**src/verilog/serial_link_cfg_pkg.sv**
```systemverilog
/*
  Link dimensions of the serial link and the default values that the
  top level hands down as module parameters.
*/
package serial_link_cfg_pkg;

  //////////////////////////////
  // Link geometry
  //////////////////////////////

  // Channels that carry one flit side by side
  localparam int NumChannels = 2;

  // Single-data-rate lanes per channel
  localparam int NumLanes = 4;

  // clk_i cycles per beat on the wire
  // Must be even and at least 4 so the receiver synchronizer sees
  // both clock phases
  localparam int ClkDiv = 4;

  //////////////////////////////
  // Flit format
  //////////////////////////////

  localparam int TagBits = 8;
  localparam int PayloadBits = 24;

  // Whole flit as seen on the transmit and receive ports
  localparam int FlitBits = TagBits + PayloadBits;

endpackage : serial_link_cfg_pkg
```
**src/verilog/serial_link_flit_pkg.sv**
```systemverilog
/*
  Flit format and the state encoding of the transmit serializer.
  Widths come from the link configuration package.
*/
package serial_link_flit_pkg;

  import serial_link_cfg_pkg::*;

  //////////////////////////////
  // Flit fields
  //////////////////////////////

  // Routing or message tag, carried in the upper flit bits
  typedef logic [TagBits-1:0] tag_t;

  // Data carried with the tag
  typedef logic [PayloadBits-1:0] payload_t;

  // Tag sits in the MSBs, so chunk 0 starts in the payload
  typedef struct packed {
    tag_t     tag;
    payload_t payload;
  } flit_t;

  //////////////////////////////
  // Serializer states
  //////////////////////////////

  // IDLE waits for a start pulse, SHIFT drives the beats of one chunk
  typedef enum logic {
    IDLE  = 1'b0,
    SHIFT = 1'b1
  } phy_tx_state_e;

endpackage : serial_link_flit_pkg

```
**src/verilog/serial_link.sv**
```systemverilog
/*
  Serial link top level. Connects the transmit allocator, one receiver
  per channel and the receive allocator; loop phy outputs back for test.
*/
`timescale 1ns/1ps

module serial_link #(
  parameter int NumChannels = serial_link_cfg_pkg::NumChannels,
  parameter int NumLanes    = serial_link_cfg_pkg::NumLanes,
  parameter int ClkDiv      = serial_link_cfg_pkg::ClkDiv,
  localparam int ChunkBits  = serial_link_cfg_pkg::FlitBits / NumChannels
) (
  input  logic                                 clk_i,
  input  logic                                 arst_n_i,
  input  serial_link_flit_pkg::flit_t          tx_flit_i,
  input  logic                                 tx_valid_i,
  output logic                                 tx_ready_o,
  output serial_link_flit_pkg::flit_t          rx_flit_o,
  output logic                                 rx_valid_o,
  output logic [NumChannels-1:0]               phy_clk_o,
  input  logic [NumChannels-1:0]               phy_clk_i,
  output logic [NumChannels-1:0][NumLanes-1:0] phy_data_o,
  input  logic [NumChannels-1:0][NumLanes-1:0] phy_data_i
);

  logic [NumChannels-1:0][ChunkBits-1:0] rx_chunk;
  logic [NumChannels-1:0]                rx_chunk_valid;

  //////////////////////////////
  // Transmit path
  //////////////////////////////

  serial_link_tx_alloc #(
    .NumChannels ( NumChannels ),
    .NumLanes    ( NumLanes    ),
    .ClkDiv      ( ClkDiv      )
  ) i_tx_alloc (
    .clk_i      ( clk_i      ),
    .arst_n_i   ( arst_n_i   ),
    .tx_flit_i  ( tx_flit_i  ),
    .tx_valid_i ( tx_valid_i ),
    .tx_ready_o ( tx_ready_o ),
    .phy_clk_o  ( phy_clk_o  ),
    .phy_data_o ( phy_data_o )
  );

  //////////////////////////////
  // Receive path
  //////////////////////////////

  for (genvar c = 0; c < NumChannels; c++) begin : gen_phy_rx
    serial_link_phy_rx #(
      .NumLanes  ( NumLanes  ),
      .ChunkBits ( ChunkBits )
    ) i_phy_rx (
      .clk_i         ( clk_i             ),
      .arst_n_i      ( arst_n_i          ),
      .phy_clk_i     ( phy_clk_i[c]      ),
      .phy_data_i    ( phy_data_i[c]     ),
      .chunk_o       ( rx_chunk[c]       ),
      .chunk_valid_o ( rx_chunk_valid[c] )
    );
  end

  serial_link_rx_alloc #(
    .NumChannels ( NumChannels )
  ) i_rx_alloc (
    .clk_i         ( clk_i          ),
    .arst_n_i      ( arst_n_i       ),
    .chunk_i       ( rx_chunk       ),
    .chunk_valid_i ( rx_chunk_valid ),
    .rx_flit_o     ( rx_flit_o      ),
    .rx_valid_o    ( rx_valid_o     )
  );

endmodule : serial_link

```
**src/verilog/serial_link_rx_alloc.sv**
```systemverilog
/*
  Receive allocator. Keeps the latest chunk of every channel and releases
  the whole flit as a one-cycle pulse once all channels have delivered.
*/
`timescale 1ns/1ps

module serial_link_rx_alloc #(
  parameter int NumChannels = serial_link_cfg_pkg::NumChannels,
  localparam int ChunkBits = serial_link_cfg_pkg::FlitBits / NumChannels
) (
  input  logic                                  clk_i,
  input  logic                                  arst_n_i,
  input  logic [NumChannels-1:0][ChunkBits-1:0] chunk_i,
  input  logic [NumChannels-1:0]                chunk_valid_i,
  output serial_link_flit_pkg::flit_t           rx_flit_o,
  output logic                                  rx_valid_o
);

  import serial_link_flit_pkg::*;

  logic [NumChannels-1:0][ChunkBits-1:0] buf_q;
  logic [NumChannels-1:0]                held_q;
  logic                                  all_held;
  flit_t                                 flit_q;
  logic                                  valid_q;

  assign all_held = &held_q;

  //////////////////////////////
  // Chunk buffers
  //////////////////////////////

  always_ff @(posedge clk_i) begin
    for (int c = 0; c < NumChannels; c++) begin
      if (chunk_valid_i[c]) begin
        buf_q[c] <= chunk_i[c];
      end
    end
  end

  // A chunk arriving in the combine cycle already belongs to the next flit
  always_ff @(posedge clk_i or negedge arst_n_i) begin
    if (!arst_n_i) begin
      held_q <= '0;
    end else if (all_held) begin
      held_q <= chunk_valid_i;
    end else begin
      held_q <= held_q | chunk_valid_i;
    end
  end

  //////////////////////////////
  // Flit output
  //////////////////////////////

  // Channel 0 fills the LSBs, matching the transmit split
  always_ff @(posedge clk_i) begin
    if (all_held) begin
      flit_q <= flit_t'(buf_q);
    end
  end

  always_ff @(posedge clk_i or negedge arst_n_i) begin
    if (!arst_n_i) begin
      valid_q <= 1'b0;
    end else begin
      valid_q <= all_held;
    end
  end

  assign rx_flit_o  = flit_q;
  assign rx_valid_o = valid_q;

endmodule : serial_link_rx_alloc

```
**src/verilog/serial_link_phy_rx.sv**
```systemverilog
/*
  Receive side of one channel. Brings the forwarded clock and lanes into
  clk_i, samples on each rising edge and collects one chunk.
*/
`timescale 1ns/1ps

module serial_link_phy_rx #(
  parameter int NumLanes  = serial_link_cfg_pkg::NumLanes,
  parameter int ChunkBits = serial_link_cfg_pkg::FlitBits / serial_link_cfg_pkg::NumChannels
) (
  input  logic                 clk_i,
  input  logic                 arst_n_i,
  input  logic                 phy_clk_i,
  input  logic [NumLanes-1:0]  phy_data_i,
  output logic [ChunkBits-1:0] chunk_o,
  output logic                 chunk_valid_o
);

  localparam int BeatsPerChunk = ChunkBits / NumLanes;
  localparam int BeatW = (BeatsPerChunk > 1) ? $clog2(BeatsPerChunk) : 1;
  localparam logic [BeatW-1:0] LastBeat = BeatW'(BeatsPerChunk - 1);

  logic                          clk_s1_q;
  logic                          clk_s2_q;
  logic                          clk_s3_q;
  logic [NumLanes-1:0]           data_s1_q;
  logic [NumLanes-1:0]           data_s2_q;
  logic                          rise;
  logic [BeatW-1:0]              beat_q;
  logic [ChunkBits-1:0]          chunk_q;
  logic [ChunkBits+NumLanes-1:0] shift_in;
  logic                          valid_q;

  //////////////////////////////
  // Synchronizer
  //////////////////////////////

  // Clock and data take the same two stages so they stay aligned
  always_ff @(posedge clk_i or negedge arst_n_i) begin
    if (!arst_n_i) begin
      clk_s1_q <= 1'b0;
      clk_s2_q <= 1'b0;
      clk_s3_q <= 1'b0;
    end else begin
      clk_s1_q <= phy_clk_i;
      clk_s2_q <= clk_s1_q;
      clk_s3_q <= clk_s2_q;
    end
  end

  always_ff @(posedge clk_i) begin
    data_s1_q <= phy_data_i;
    data_s2_q <= data_s1_q;
  end

  // Third clock stage only serves edge detection
  assign rise = clk_s2_q & ~clk_s3_q;

  //////////////////////////////
  // Deserializer
  //////////////////////////////

  // New lane word enters at the top, first word ends up in the LSBs
  assign shift_in = {data_s2_q, chunk_q};

  always_ff @(posedge clk_i) begin
    if (rise) begin
      chunk_q <= shift_in[ChunkBits+NumLanes-1:NumLanes];
    end
  end

  always_ff @(posedge clk_i or negedge arst_n_i) begin
    if (!arst_n_i) begin
      beat_q  <= '0;
      valid_q <= 1'b0;
    end else begin
      valid_q <= rise && (beat_q == LastBeat);
      if (rise) begin
        if (beat_q == LastBeat) begin
          beat_q <= '0;
        end else begin
          beat_q <= beat_q + 1'b1;
        end
      end
    end
  end

  assign chunk_o       = chunk_q;
  assign chunk_valid_o = valid_q;

endmodule : serial_link_phy_rx

```
**src/verilog/serial_link_tx_alloc.sv**
```systemverilog
/*
  Transmit allocator. Stages one flit, splits it into equal chunks and
  starts every channel serializer in the same cycle once all are idle.
*/
`timescale 1ns/1ps

module serial_link_tx_alloc #(
  parameter int NumChannels = serial_link_cfg_pkg::NumChannels,
  parameter int NumLanes    = serial_link_cfg_pkg::NumLanes,
  parameter int ClkDiv      = serial_link_cfg_pkg::ClkDiv
) (
  input  logic                                 clk_i,
  input  logic                                 arst_n_i,
  input  serial_link_flit_pkg::flit_t          tx_flit_i,
  input  logic                                 tx_valid_i,
  output logic                                 tx_ready_o,
  output logic [NumChannels-1:0]               phy_clk_o,
  output logic [NumChannels-1:0][NumLanes-1:0] phy_data_o
);

  import serial_link_cfg_pkg::*;
  import serial_link_flit_pkg::*;

  localparam int ChunkBits = FlitBits / NumChannels;

  flit_t                  slot_q;
  logic                   full_q;
  logic                   accept;
  logic                   start;
  logic [NumChannels-1:0] idle;

  //////////////////////////////
  // Staging slot
  //////////////////////////////

  assign tx_ready_o = ~full_q;
  assign accept     = tx_valid_i & ~full_q;

  // All chunks of a flit leave in step, so wait for every channel
  assign start = full_q & (&idle);

  always_ff @(posedge clk_i or negedge arst_n_i) begin
    if (!arst_n_i) begin
      full_q <= 1'b0;
    end else if (start) begin
      full_q <= 1'b0;
    end else if (accept) begin
      full_q <= 1'b1;
    end
  end

  always_ff @(posedge clk_i) begin
    if (accept) begin
      slot_q <= tx_flit_i;
    end
  end

  //////////////////////////////
  // Channel serializers
  //////////////////////////////

  for (genvar c = 0; c < NumChannels; c++) begin : gen_phy_tx
    serial_link_phy_tx #(
      .NumLanes  ( NumLanes  ),
      .ClkDiv    ( ClkDiv    ),
      .ChunkBits ( ChunkBits )
    ) i_phy_tx (
      .clk_i      ( clk_i                              ),
      .arst_n_i   ( arst_n_i                           ),
      .start_i    ( start                              ),
      .chunk_i    ( slot_q[c*ChunkBits +: ChunkBits]   ),
      .idle_o     ( idle[c]                            ),
      .phy_clk_o  ( phy_clk_o[c]                       ),
      .phy_data_o ( phy_data_o[c]                      )
    );
  end

endmodule : serial_link_tx_alloc

```
**src/verilog/serial_link_phy_tx.sv**
```systemverilog
/*
  Transmit side of one channel. Loads a chunk on start, drives one lane
  word per beat and forwards a clock that is high in each beat's second half.
*/
`timescale 1ns/1ps

module serial_link_phy_tx #(
  parameter int NumLanes  = serial_link_cfg_pkg::NumLanes,
  parameter int ClkDiv    = serial_link_cfg_pkg::ClkDiv,
  parameter int ChunkBits = serial_link_cfg_pkg::FlitBits / serial_link_cfg_pkg::NumChannels
) (
  input  logic                 clk_i,
  input  logic                 arst_n_i,
  input  logic                 start_i,
  input  logic [ChunkBits-1:0] chunk_i,
  output logic                 idle_o,
  output logic                 phy_clk_o,
  output logic [NumLanes-1:0]  phy_data_o
);

  import serial_link_flit_pkg::*;

  localparam int BeatsPerChunk = ChunkBits / NumLanes;
  localparam int CycW = $clog2(ClkDiv);
  localparam int BeatW = (BeatsPerChunk > 1) ? $clog2(BeatsPerChunk) : 1;

  // Clock rises after the cycle that ends the first half of a beat
  localparam logic [CycW-1:0] HalfCyc = CycW'(ClkDiv / 2 - 1);
  localparam logic [CycW-1:0] LastCyc = CycW'(ClkDiv - 1);
  localparam logic [BeatW-1:0] LastBeat = BeatW'(BeatsPerChunk - 1);

  phy_tx_state_e        state_q;
  logic [CycW-1:0]      cyc_q;
  logic [BeatW-1:0]     beat_q;
  logic [ChunkBits-1:0] shift_q;
  logic                 clk_q;
  logic [NumLanes-1:0]  data_q;
  logic                 load;
  logic                 beat_end;

  assign load     = (state_q == IDLE) && start_i;
  assign beat_end = (state_q == SHIFT) && (cyc_q == LastCyc);

  //////////////////////////////
  // Beat and chunk sequencing
  //////////////////////////////

  always_ff @(posedge clk_i or negedge arst_n_i) begin
    if (!arst_n_i) begin
      state_q <= IDLE;
      cyc_q   <= '0;
      beat_q  <= '0;
      clk_q   <= 1'b0;
      data_q  <= '0;
    end else begin
      unique case (state_q)
        IDLE: begin
          if (start_i) begin
            state_q <= SHIFT;
            cyc_q   <= '0;
            beat_q  <= '0;
            clk_q   <= 1'b0;
            // First lane word goes out with the first beat
            data_q  <= chunk_i[NumLanes-1:0];
          end
        end
        SHIFT: begin
          if (beat_end) begin
            cyc_q <= '0;
            clk_q <= 1'b0;
            if (beat_q == LastBeat) begin
              // Line returns to all zero between chunks
              state_q <= IDLE;
              data_q  <= '0;
            end else begin
              beat_q <= beat_q + 1'b1;
              data_q <= shift_q[NumLanes-1:0];
            end
          end else begin
            cyc_q <= cyc_q + 1'b1;
            if (cyc_q == HalfCyc) begin
              clk_q <= 1'b1;
            end
          end
        end
        default: state_q <= IDLE;
      endcase
    end
  end

  // Remaining lane words, next one always in the low bits
  always_ff @(posedge clk_i) begin
    if (load) begin
      shift_q <= chunk_i >> NumLanes;
    end else if (beat_end) begin
      shift_q <= shift_q >> NumLanes;
    end
  end

  assign idle_o     = (state_q == IDLE);
  assign phy_clk_o  = clk_q;
  assign phy_data_o = data_q;

endmodule : serial_link_phy_tx

```
**config.mk**
```make
export PLATFORM = sky130hd
export DESIGN_NAME = serial_link
export DESIGN_NICKNAME = d
export VERILOG_FILES = /design/src/verilog/serial_link_cfg_pkg.sv /design/src/verilog/serial_link_flit_pkg.sv /design/src/verilog/serial_link.sv /design/src/verilog/serial_link_rx_alloc.sv /design/src/verilog/serial_link_phy_rx.sv /design/src/verilog/serial_link_tx_alloc.sv /design/src/verilog/serial_link_phy_tx.sv
export SDC_FILE = /design/constraint.sdc
export NUM_CORES = 1
export LEC_CHECK = 0
export ABC_AREA = 1
export ABC_CLOCK_PERIOD_IN_PS = 1790
export BUFFER_PORTS_ARGS = -buffer_cell sky130_fd_sc_hd__buf_4
export CAP_MARGIN = 30
export CELL_PAD_IN_SITES_DETAIL_PLACEMENT = 2
export CELL_PAD_IN_SITES_GLOBAL_PLACEMENT = 2
export CORE_AREA = 2 2 119 167
export DETAILED_ROUTE_END_ITERATION = 8
export DIE_AREA = 0 0 121 169
export PLACE_DENSITY = 0.74
export SETUP_SLACK_MARGIN = 0.15
export SYNTH_ARGS = -nofsm -noshare
export SYNTH_HDL_FRONTEND = slang
export SYNTH_HIERARCHICAL = 1
export SYNTH_SLANG_ARGS = --single-unit
```
**constraint.sdc**
```tcl
create_clock -name clk_i -period 1.79 [get_ports clk_i]
set_input_delay 0.537 -clock clk_i [delete_from_list [all_inputs] [get_ports clk_i]]
set_output_delay 0.537 -clock clk_i [all_outputs]
set_load 0.01 [all_outputs]
```
## Word level (Yosys, flattened, before mapping)

Cells that the tools add are included.

- $add $sub $neg: 6
- $mul: 0
- Divide/modulo/power cells: 0
- Order comparisons: 0
- Equality and inequality tests: 16
- Shift-type cells: 0
- Muxes and demuxes: 42
- Bitwise logic cells: 10
- Reduce and logical (&&, ||, !) cells: 17

Operator list:

| kind | count |
|---|---|
| two-way mux 12 bit | 4 |
| two-way mux 4 bit | 6 |
| two-way mux 2 bit | 10 |
| case mux 2 bit (2 select lines) | 4 |
| case mux 4 bit (2 select lines) | 2 |
| adder 2 x 1 -> 2 bit (second input constant) | 6 |
| equality test 2 bit (second input constant) | 6 |
| two-way mux 1 bit | 12 |
| AND reduction 2 bit | 6 |
| case mux 1 bit (2 select lines) | 4 |
| logical AND 1 bit | 6 |
| != test 2 x 1 -> 1 bit (second input constant) | 3 |
| != test 2 bit (second input constant) | 3 |
| != test 3 x 1 -> 1 bit (second input constant) | 2 |
| AND reduction 3 bit | 2 |
| nonzero test 2 bit | 3 |
| inverter 1 bit | 5 |
| bitwise AND 1 bit | 4 |
| equality test 2 x 1 -> 1 bit (second input constant) | 2 |
| bitwise OR 2 bit | 1 |

- Flip-flop bits (word level): 204
- Latch bits: 0
- Memory bits (writable): 0
- ROM bits: 0
- Input port bits: 45
- Word-level logic and storage cells: 128
- Memories kept: 0

## Longest topological paths before layout

Gate-level depths: netlist (run 1).

- Depth in word-level cells: 5
- Depth in mapped cells: 12
- Gate-level depth less buffers: 9

## Cells and area by module

The synthesis (run 1) kept the hierarchy.

By module, submodules not included:

| module | instances | cells each | area each (µm²) | seq. area each (µm²) |
|---|---|---|---|---|
| serial_link_phy_tx | 2 | 114 | 1,078.5 | 610.6 |
| serial_link_rx_alloc | 1 | 77 | 2,034.5 | 1,996.9 |
| serial_link_phy_rx | 2 | 44 | 863.3 | 790.8 |
| serial_link_tx_alloc | 1 | 40 | 1,017.2 | 985.9 |

## Least setup slack after synthesis (run 1)

Ideal clock, no wire load.

- Path kind: register to register
- From: register i_tx_alloc.gen_phy_tx[0].i_phy_tx.state_q
- To: register i_tx_alloc.gen_phy_tx[0].i_phy_tx.shift_q[0], enable pin
- Data arrival time: 1.356 ns
- Data required time: 1.481 ns
- Setup slack: 0.125 ns
- Cell stages (with the launch flop): 11
- Clock period less this slack: 1.665 ns
- Cells stage by stage: dfrtp_1 buf_6 inv_8 buf_6 nand2_1 nor2_2 buf_6 inv_2 nand2_4 nand2_4 inv_4

- Word-level cells in the longest chain between the ends: 5

Ends and longest elaborated chain:

| item | line | text |
|---|---|---|
| start: declaration | serial_link_phy_tx.sv:32 | `phy_tx_state_e state_q;` |
| start signal: assignment | serial_link_phy_tx.sv:50 | `state_q <= IDLE;` |
| start signal: assignment | serial_link_phy_tx.sv:59 | `state_q <= SHIFT;` |
| start signal: assignment | serial_link_phy_tx.sv:73 | `state_q <= IDLE;` |
| inverter 1 bit | serial_link_phy_tx.sv:100 | `assign idle_o = (state_q == IDLE);` |
| net i_tx_alloc.idle[0] | serial_link_tx_alloc.sv:30 | `logic [NumChannels-1:0] idle;` |
| AND reduction 2 bit | serial_link_tx_alloc.sv:40 | `assign start = full_q & (&idle);` |
| bitwise AND 1 bit | serial_link_tx_alloc.sv:40 |  |
| net i_tx_alloc.start | serial_link_tx_alloc.sv:29 | `logic start;` |
| logical AND 1 bit | serial_link_phy_tx.sv:41 | `assign load = (state_q == IDLE) && start_i;` |
| nonzero test 2 bit (no source line) | n/a |  |
| end signal: assignment | serial_link_phy_tx.sv:94 | `shift_q <= chunk_i >> NumLanes;` |
| end signal: assignment | serial_link_phy_tx.sv:96 | `shift_q <= shift_q >> NumLanes;` |
| end: declaration | serial_link_phy_tx.sv:35 | `logic [ChunkBits-1:0] shift_q;` |

The timed path passes the listed nets, and every way through them passes these cells.
A chain may end at the register's enable or synchronous reset.

## Worst setup path in the final report (run 1)

- From: register i_tx_alloc.full_q
- To: output port tx_ready_o

- Word-level cells in the longest chain between the ends: 1

Ends and longest elaborated chain:

| item | line | text |
|---|---|---|
| start: declaration | serial_link_tx_alloc.sv:27 | `logic full_q;` |
| start signal: assignment | serial_link_tx_alloc.sv:44 | `full_q <= 1'b0;` |
| start signal: assignment | serial_link_tx_alloc.sv:46 | `full_q <= 1'b0;` |
| start signal: assignment | serial_link_tx_alloc.sv:48 | `full_q <= 1'b1;` |
| inverter 1 bit | serial_link_tx_alloc.sv:36 | `assign tx_ready_o = ~full_q;` |
| end: declaration | serial_link.sv:17 | `output logic tx_ready_o,` |

No other way between the ends.

==> results of run 1 <==
==> path summary, 6_finish.rpt <==
path                                                                 from                                               to  slack [ps]  depth (start not counted)
worst min-delay path                                             arst_n_i  i_tx_alloc/gen_phy_tx[1].i_phy_tx/phy_data_o[0]          10                          1
max in group asynchronous                                        arst_n_i        i_tx_alloc/gen_phy_tx[0].i_phy_tx/state_q        1410                          1
worst max register to register  i_tx_alloc/gen_phy_tx[0].i_phy_tx/state_q     i_tx_alloc/gen_phy_tx[0].i_phy_tx/shift_q[6]         210                          8
worst max-delay path                                    i_tx_alloc/full_q                                       tx_ready_o         170                          2
min in group clk_i                                          phy_data_i[3]              gen_phy_rx[0].i_phy_rx/data_s1_q[3]         150                          1
worst min register to register        gen_phy_rx[0].i_phy_rx/data_s1_q[1]              gen_phy_rx[0].i_phy_rx/data_s2_q[1]         330                          0
==> cell type report <==
cell class,count,share of cell area [%]
clock buffer,25,6.47
clock inverter,13,1.56
inverter,35,1.98
multi-input combinational,186,10.5
sequential,204,66.8
tap,248,3.58
timing repair buffer,99,9.11
==> through the flow <==
step | cell area, sq um | hold WS [ps] | setup slack, ps
floorplan | 6950 | 241 | 158
global placement | 7900 | 313 | 258
detailed placement | 7900 | 314 | 174
CTS | 8610 | 17.2 | 151
global route | 8670 | 42.6 | 137
finish | 8670 | 14.8 | 172
==> repair_timing <==
| action | in CTS | in global routing |
|---|---|---|
| setup endpoints to repair | 1 | 26 |
| pin swaps | 0 | 1 |
| gates resized for setup | 1 | 5 |
| setup buffers | 1 | 2 |
| gates cloned | 0 | 1 |
==> routing by layer <==
metal,share of wire (%),vias to the layer above,GRT usage (%)
met3,5.4,23,2.53
met4,2.0,0,4.60
met1,37,1767,13.7
li1,-,1718,-
met5,0,-,0
met2,56,108,24.3
==> worst reg2reg max path, delay by kind of cell, from the launching register on <==
| kind | cells | cell delay (ps) |
|---|---|---|
| DFF | 1 | 450 |
| buffers and inverters | 4 | 400 |
| and+or+nand+nor | 4 | 450 |
==> power by group <==
part | total (mW) | switching [mW] | leakage, nW | internal, mW
sequential | 6.34 | 0.378 | 1.96 | 5.96
combinational | 2.12 | 1.30 | 1.21 | 0.814
clock | 4.31 | 1.76 | 0.337 | 2.55
==> cells by family after synthesis <==
kind of cell,after synthesis,synth area share (%)
flip-flops,204,83.4
AND/OR/NAND/NOR,172,11.2
buffers and inverters,43,3.48
adder cells (fa/ha/maj),8,1.44
AO/OA/AOI/OAI,6,0.469
==> flip-flops by register name (all words and copies together) (netlist names), 2 cells and up <==
| signal | flops |
|---|---|
| gen_phy_rx.i_phy_rx/beat_q | 4 |
| i_tx_alloc/gen_phy_tx.i_phy_tx/phy_clk_o | 2 |
| gen_phy_rx.i_phy_rx/clk_s2_q | 2 |
| gen_phy_rx.i_phy_rx/clk_s1_q | 2 |
| i_tx_alloc/gen_phy_tx.i_phy_tx/beat_q | 4 |
| i_tx_alloc/gen_phy_tx.i_phy_tx/phy_data_o | 8 |
| i_tx_alloc/gen_phy_tx.i_phy_tx/cyc_q | 4 |
| i_tx_alloc/gen_phy_tx.i_phy_tx/state_q | 2 |
| i_tx_alloc/slot_q | 32 |
| i_rx_alloc/held_q | 2 |
| gen_phy_rx.i_phy_rx/clk_s3_q | 2 |
| i_tx_alloc/gen_phy_tx.i_phy_tx/shift_q | 24 |
| gen_phy_rx.i_phy_rx/data_s2_q | 8 |
| i_rx_alloc/rx_flit_o | 32 |
| gen_phy_rx.i_phy_rx/chunk_o | 32 |
| i_rx_alloc/buf_q | 32 |
| gen_phy_rx.i_phy_rx/data_s1_q | 8 |
| gen_phy_rx.i_phy_rx/chunk_valid_o | 2 |
==> layout by cell type (no fill, tap or decap), types with 4 or more instances in the layout <==
cell,instances
nand2_1,106
ha_1,8
edfxtp_1,152
inv_2,7
dfxtp_1,16
clkbuf_16,22
nand3_1,36
nor2_1,16
nand2_4,8
inv_1,24
clkinv_2,4
dfrtp_1,34
buf_4,95
==> impl_metrics.env, run 1 <==
export IMPL_dieHeight_microns=169
export IMPL_die_area_sq_um=20400
export IMPL_grtUsageTotal_pct=12.8
export IMPL_hold_violations=0
export IMPL_synth_seq_cells=204
export IMPL_grt_max_degree=37
export IMPL_netlist_top_cell_by_area="edfxtp_1"
export IMPL_clock_latency_ps=490
export IMPL_syn_nets=486
export IMPL_dp_final_hpwl_microns=8980
export IMPL_finalMaxSlewViolations=0
export IMPL_fin_skew_ps=14.1
export IMPL_grt_first_pass_wirelength_microns=20700
export IMPL_ys_seq_area_share_pct=83.4
export IMPL_yosysTopAreaCellShare_pct=65.8
export IMPL_fill_cells=1796
export IMPL_cts_tree="done"
export IMPL_cp_max_fo=2
export IMPL_clk_path_buf_depth=3
export IMPL_clk_pin_slew_ps=60
export IMPL_tns_ps=0
export IMPL_top_level_ports=89
export IMPL_crit_path_start_kind="flip-flop"
export IMPL_cts_hold_buffers_added=0
export IMPL_pwr_density_cell_nw_per_um2=1470
export IMPL_min_period_ps=1620
export IMPL_slowest_delay_ps=400
export IMPL_crit_family="flip-flops"
export IMPL_drive_above_1_share_pct=28.6
export IMPL_synth_most_common_cell="edfxtp_1"
export IMPL_critical_path_arrival_ps=1080
export IMPL_cap_viol_max_count=0
export IMPL_numCtsBuffers=21
export IMPL_start_util_pct=36.5
export IMPL_hp_class="input pin to asynchronous set/reset pin"
export IMPL_dp_cells=768
export IMPL_end_kind="output port"
export IMPL_tightest_slew_ps=727
export IMPL_irDropWorstVdd_v=0.000880
export IMPL_multiInputGateArea_sq_um=913
export IMPL_slowest_stage="dfrtp_1"
export IMPL_path_buf_inv=2
export IMPL_first_pass_iters=4
export IMPL_clkSinkCount=204
export IMPL_final_nets=600
export IMPL_power_mw=12.8
export IMPL_first_iter_violations=136
export IMPL_ant_nets=0
export IMPL_status="finished, final reports clean"
export IMPL_routed_wl_microns=12800
export IMPL_drc=0
export IMPL_wire_per_inst_microns=15.8
export IMPL_regArea_sq_um=5790
export IMPL_final_cells=810
export IMPL_final_core_util_pct=45.6
export IMPL_ys_async_sr_fraction_pct=17.6
export IMPL_power_leakage_nw=3.51
export IMPL_critical_path_class="flip-flop to output port"
export IMPL_root_buffer="clkbuf_16"
export IMPL_relSlewSlack_pct=51.6
export IMPL_vias_per_cell=4.46
export IMPL_num_rows=60
export IMPL_vias=3616
export IMPL_max_freq_mhz=618
export IMPL_synth_area_top_cells="edfxtp_1 (66%), dfrtp_1 (13%), nand2_1 (5.7%)"
export IMPL_cp_data_required_time_ps=1250
export IMPL_synth_edff_count=152
export IMPL_gp_congestion=0.715
export IMPL_antenna_found_initial=0
export IMPL_gr_total_overflow=0
export IMPL_synthCells=433
export IMPL_setup_viol=0
export IMPL_htreeDepth=1
export IMPL_grt_pass1_vias=4144
export IMPL_ys_top_cells_by_count="edfxtp_1 (152), nand2_1 (106), dfrtp_1 (36), nand3_1 (36), inv_1 (24)"
export IMPL_area_growth_pct=25.0
export IMPL_avgSynthCellArea_sq_um=16.0
export IMPL_critical_path_cell_chain="inv_2 -> buf_6"
export IMPL_core_area_sq_um=19000
export IMPL_n_antenna_cell=0
export IMPL_synth_flop_cell="edfxtp_1"
export IMPL_die_x_microns=121
export IMPL_ys_types=19
export IMPL_io_buffers=88
export IMPL_yosys_warnings=6
export IMPL_rsz0062_at_grt="yes"
export IMPL_synthesis_area_sq_um=6940
export IMPL_finalCritPeriodShare_pct=90.4
(Power assumes the default switching activity.)
==> run 2, diff against run 1 <==
Settings changed: CELL_PAD_IN_SITES_DETAIL_PLACEMENT 2 to 1, CELL_PAD_IN_SITES_GLOBAL_PLACEMENT 2 to 1, CORE_AREA 2 2 119 167 to 2 2 111 156, DIE_AREA 0 0 121 169 to 0 0 113 158, PLACE_DENSITY 0.74 to 0.73.
==> run 2 against run 1 <==
The flow now finishes with violations (design-rule violations); clock-buffer cell count decreased by 1; clock skew decreased by 3.1 ps; die area decreased by 13%; sequential cell count unchanged; wire length decreased by 4.2%; via count increased by 0.39%; largest cell class unchanged.
==> impl_metrics.env, run 2 (synthesis gave the netlist of run 1 again) <==
export IMPL_num_rows=56
export IMPL_clock_latency_ps=480
export IMPL_fin_skew_ps=11.0
export IMPL_power_frac_seq_pct=50.6
export IMPL_cap_viol_max_count=0
export IMPL_grt_max_degree=37
export IMPL_finalCritPeriodShare_pct=90.0
export IMPL_grtUsageTotal_pct=14.1
export IMPL_pwr_share_clk_pct=32.5
export IMPL_n_antenna_cell=0
export IMPL_final_nets=601
export IMPL_drive_above_1_share_pct=27.4
export IMPL_first_iter_violations=138
export IMPL_area_growth_pct=23.1
export IMPL_final_core_util_pct=51.6
export IMPL_critical_path_arrival_ps=1070
export IMPL_hp_class="input pin to asynchronous set/reset pin"
export IMPL_layout_commonest_cell="edfxtp_1"
export IMPL_comb_power_share_pct=16.9
export IMPL_vias_per_cell=4.75
export IMPL_final_cell_mix="edfxtp_1 (152), nand2_1 (106), buf_4 (99), nand3_1 (36), dfrtp_1 (36)"
export IMPL_first_pass_iters=6
export IMPL_end_kind="output port"
export IMPL_power_switching_mw=3.34
export IMPL_gp_congestion=0.720
export IMPL_wire_per_inst_microns=16.1
export IMPL_gr_total_overflow=0
export IMPL_min_period_ps=1610
export IMPL_tns_ps=0
export IMPL_die_x_microns=113
export IMPL_grt_first_pass_wirelength_microns=20100
export IMPL_cts_tree="done"
export IMPL_cp_max_fo=2
export IMPL_whs_ps=4.93
export IMPL_max_freq_mhz=621
export IMPL_clk_pin_slew_ps=60
export IMPL_status="finished, violations left"
export IMPL_p_sw_share_pct=26.6
export IMPL_cts_hold_buffers_added=0
export IMPL_power_mw=12.5
export IMPL_clkSinkCount=204
export IMPL_numCtsBuffers=20
export IMPL_vias=3630
export IMPL_cp_data_required_time_ps=1250
export IMPL_top_level_ports=89
export IMPL_pwr_density_cell_nw_per_um2=1470
export IMPL_dieHeight_microns=158
export IMPL_dp_final_hpwl_microns=8360
export IMPL_violations="design-rule violations"
export IMPL_fill_cells=1614
export IMPL_grt_pass1_vias=4046
export IMPL_start_util_pct=41.9
export IMPL_relSlewSlack_pct=54.6
export IMPL_irDropWorstVdd_v=0.000750
export IMPL_drc=7
export IMPL_critical_path_class="flip-flop to output port"
export IMPL_crit_path_start_kind="flip-flop"
export IMPL_die_area_sq_um=17900
export IMPL_finalMaxSlewViolations=0
export IMPL_power_leakage_nw=3.49
export IMPL_rsz0062_at_grt="yes"
export IMPL_ant_nets=0
export IMPL_root_buffer="clkbuf_16"
export IMPL_io_buffers=88
export IMPL_routed_wl_microns=12300
export IMPL_p_int_mw=9.20
export IMPL_tightest_slew_ps=681
export IMPL_core_area_sq_um=16500
export IMPL_htreeDepth=1
export IMPL_antenna_found_initial=0
export IMPL_clk_path_buf_depth=3
export IMPL_hold_violations=0
export IMPL_setup_viol=0
## run 2: worst max-delay path: stages (launching register included)
cell     delay, ps
dfrtp_1        390
inv_2          100
buf_6          110
## run 2: path summary, 6_finish.rpt
kind / start / endpoint / slack (ps) / cells after the start
worst min-delay path: arst_n_i / i_tx_alloc/gen_phy_tx[1].i_phy_tx/phy_data_o[0] / 5 / 1
worst min register to register: gen_phy_rx[0].i_phy_rx/data_s1_q[1] / gen_phy_rx[0].i_phy_rx/data_s2_q[1] / 330 / 0
worst max-delay path: i_tx_alloc/full_q / tx_ready_o / 180 / 2
worst max register to register: i_tx_alloc/gen_phy_tx[0].i_phy_tx/state_q / i_tx_alloc/gen_phy_tx[0].i_phy_tx/shift_q[9] / 280 / 7
max in group asynchronous: arst_n_i / gen_phy_rx[0].i_phy_rx/chunk_valid_o / 1430 / 1
min in group clk_i: phy_data_i[5] / gen_phy_rx[1].i_phy_rx/data_s1_q[1] / 160 / 1
## run 2: routing by layer
layer	vias up	part of all wire (%)	global-route usage, %
li1	1711	-	-
met1	1788	38	15.6
met2	108	55	27.2
met3	23	5.3	2.68
met4	0	2.0	4.41
met5	-	0	0
## run 2: layout make-up
class | count | area (sq um) | area share [%]
sequential | 204 | 5790 | 67.8
multi-input combinational | 186 | 913 | 10.7
timing repair buffer | 101 | 774 | 9.07
clock buffer | 24 | 537 | 6.29
tap | 203 | 254 | 2.97
inverter | 35 | 161 | 1.89
clock inverter | 12 | 113 | 1.32
## run 2: stage by stage
stage               cells  instance area [sq um]  setup WS [ps]
floorplan             433                   6950            158
global placement      724                   7840            180
detailed placement    724                   7840            117
CTS                   762                   8510            156
global route          765                   8540            121
finish                765                   8540            178
## run 2: power groups by stage
| stage | Sequential, mW | Combinational (mW) | Clock (mW) |
|---|---|---|---|
| floorplan | 6.37 | 1.27 | 0 |
| detailed placement | 6.45 | 2.09 | 0 |
| finish | 6.34 | 2.12 | 4.08 |
| CTS | 6.36 | 2.16 | 4.22 |
| global route | 6.43 | 2.40 | 4.39 |
| global placement | 6.40 | 1.91 | 0 |
## run 2: timing repair
action / CTS / global route
setup buffers: 2 / 3
pin swaps: 0 / 1
endpoints found under the setup margin: 26 / 25
hold endpoints to repair: 0 / 0
resized for setup: 1 / 1
==> run 3, diff against run 2 <==
Settings changed: BUFFER_PORTS_ARGS -buffer_cell sky130_fd_sc_hd__buf_4 to not set, CORE_AREA 2 2 111 156 to 2 2 125 127, DIE_AREA 0 0 113 158 to 0 0 127 129, DONT_BUFFER_PORTS set to 1.
==> run 3 against run 2 <==
The flow now finishes without violations; non-clock buffer count shrank 88; register-to-register slack is essentially flat; utilization grew 0.81 points; wire length fell by 16%.
==> impl_metrics.env, run 3 (synthesis gave the netlist of run 1 again) <==
export IMPL_status="finished, final reports clean"
export IMPL_dpl_instance_area_sq_um=7160
export IMPL_gp_congestion=0.747
export IMPL_fin_ws_ps=239
export IMPL_final_nets=514
export IMPL_tns_ps=0
export IMPL_critical_path_cell_chain="inv_2"
export IMPL_dp_slack_ps=105
export IMPL_wire_per_inst_microns=15.5
export IMPL_grtUsageTotal_pct=12.9
export IMPL_io_buffers=0
export IMPL_start_util_pct=46.3
export IMPL_die_area_sq_um=16400
export IMPL_irDropWorstVdd_v=0.000832
export IMPL_fin_skew_ps=7.32
export IMPL_root_buffer="clkbuf_16"
export IMPL_htreeDepth=1
export IMPL_crit_path_start_kind="flip-flop"
export IMPL_grt_pass1_vias=3382
export IMPL_end_kind="output port"
export IMPL_final_cell_mix="edfxtp_1 (152), nand2_1 (106), nand3_1 (36), dfrtp_1 (36), inv_1 (24)"
export IMPL_die_x_microns=127
export IMPL_finalMaxSlewViolations=0
export IMPL_path_buf_inv=1
export IMPL_clock_latency_ps=490
export IMPL_gr_total_overflow=0
export IMPL_slowest_delay_ps=390
export IMPL_top_level_ports=89
export IMPL_rsz0062_at_grt="no"
export IMPL_grt_first_pass_wirelength_microns=16700
export IMPL_drive_above_1_share_pct=14.3
export IMPL_slowest_stage="dfrtp_1"
export IMPL_setup_viol=0
export IMPL_min_period_ps=1550
export IMPL_power_leakage_nw=3.06
export IMPL_final_area_sq_um=7850
export IMPL_num_rows=45
export IMPL_n_antenna_cell=0
export IMPL_relSlewSlack_pct=54.9
export IMPL_numCtsBuffers=21
export IMPL_core_area_sq_um=15000
export IMPL_critical_path_class="flip-flop to output port"
export IMPL_multiInputGateArea_sq_um=913
export IMPL_antenna_found_initial=1
export IMPL_fill_cells=1410
export IMPL_critical_path_arrival_ps=1010
export IMPL_grt_max_degree=37
export IMPL_first_pass_iters=4
export IMPL_cap_viol_max_count=0
export IMPL_final_core_util_pct=52.4
export IMPL_max_freq_mhz=645
export IMPL_first_iter_violations=157
export IMPL_drc=0
export IMPL_pwr_density_cell_nw_per_um2=1520
export IMPL_cp_data_required_time_ps=1250
export IMPL_dieHeight_microns=129
export IMPL_hold_violations=0
export IMPL_layout_commonest_cell="edfxtp_1"
export IMPL_clk_pin_slew_ps=60
export IMPL_regArea_sq_um=5790
export IMPL_area_growth_pct=13.2
export IMPL_cp_max_fo=3
export IMPL_cts_tree="done"
export IMPL_finalCritPeriodShare_pct=86.6
export IMPL_vias_per_cell=4.80
export IMPL_dp_final_hpwl_microns=6990
export IMPL_hp_class="input pin to flip-flop"
export IMPL_vias=3185
export IMPL_ant_nets=0
export IMPL_clk_path_buf_depth=3
export IMPL_crit_family="flip-flops"
export IMPL_whs_ps=66.4
export IMPL_routed_wl_microns=10300
export IMPL_clkSinkCount=204
export IMPL_tightest_slew_ps=676
## run 3: report_power, final
group          total (mW)  internal, mW  switching, mW
clock network        3.94          2.30           1.64
logic                1.60         0.543           1.05
registers            6.42          5.97          0.454
total                12.0          8.81           3.15
## run 3: timing repair
action,4_1_cts,5_1_grt
setup endpoints to repair,24,22
resized for setup,1,0
endpoints found under the hold margin,36,0
hold buffers,2,0
buffers inserted,0,3
pin swaps,0,1
## run 3: worst paths after layout
check	start	endpoint	slack [ps]	cells past startpoint
max	i_tx_alloc/full_q	tx_ready_o	240	1
min	phy_data_i[0]	gen_phy_rx[0].i_phy_rx/data_s1_q[0]	70	0
max reg2reg	i_tx_alloc/gen_phy_tx[0].i_phy_tx/state_q	i_tx_alloc/gen_phy_tx[0].i_phy_tx/shift_q[10]	290	7
min reg2reg	gen_phy_rx[0].i_phy_rx/data_s1_q[0]	gen_phy_rx[0].i_phy_rx/data_s2_q[0]	330	0
max in group asynchronous	arst_n_i	i_tx_alloc/gen_phy_tx[0].i_phy_tx/phy_clk_o	1100	2
min in group asynchronous	arst_n_i	gen_phy_rx[0].i_phy_rx/clk_s3_q	490	2
## run 3: routing by layer
metal,vias to the layer above,track usage [%],wire (microns)
met5,-,0,13
met4,2,4.33,272
met3,28,3.99,668
met2,103,23.1,5180
met1,1505,15.0,4140
li1,1547,-,-
## run 3: layout make-up
type | count | area share, %
flip-flops and latches | 204 | 73.7
clock inverters | 13 | 1.18
multi-input cells | 186 | 11.6
inverters | 35 | 2.06
well taps | 188 | 3.00
repair buffers | 13 | 1.59
clock buffers | 25 | 6.88
## run 3: metrics by stage
stage | instances | power, mW
6_report | 664 | 12.0
5_1_grt | 664 | 12.6
4_1_cts | 661 | 12.2
3_5_place_dp | 621 | 8.15
3_3_place_gp | 621 | 7.97
2_1_floorplan | 433 | 7.64
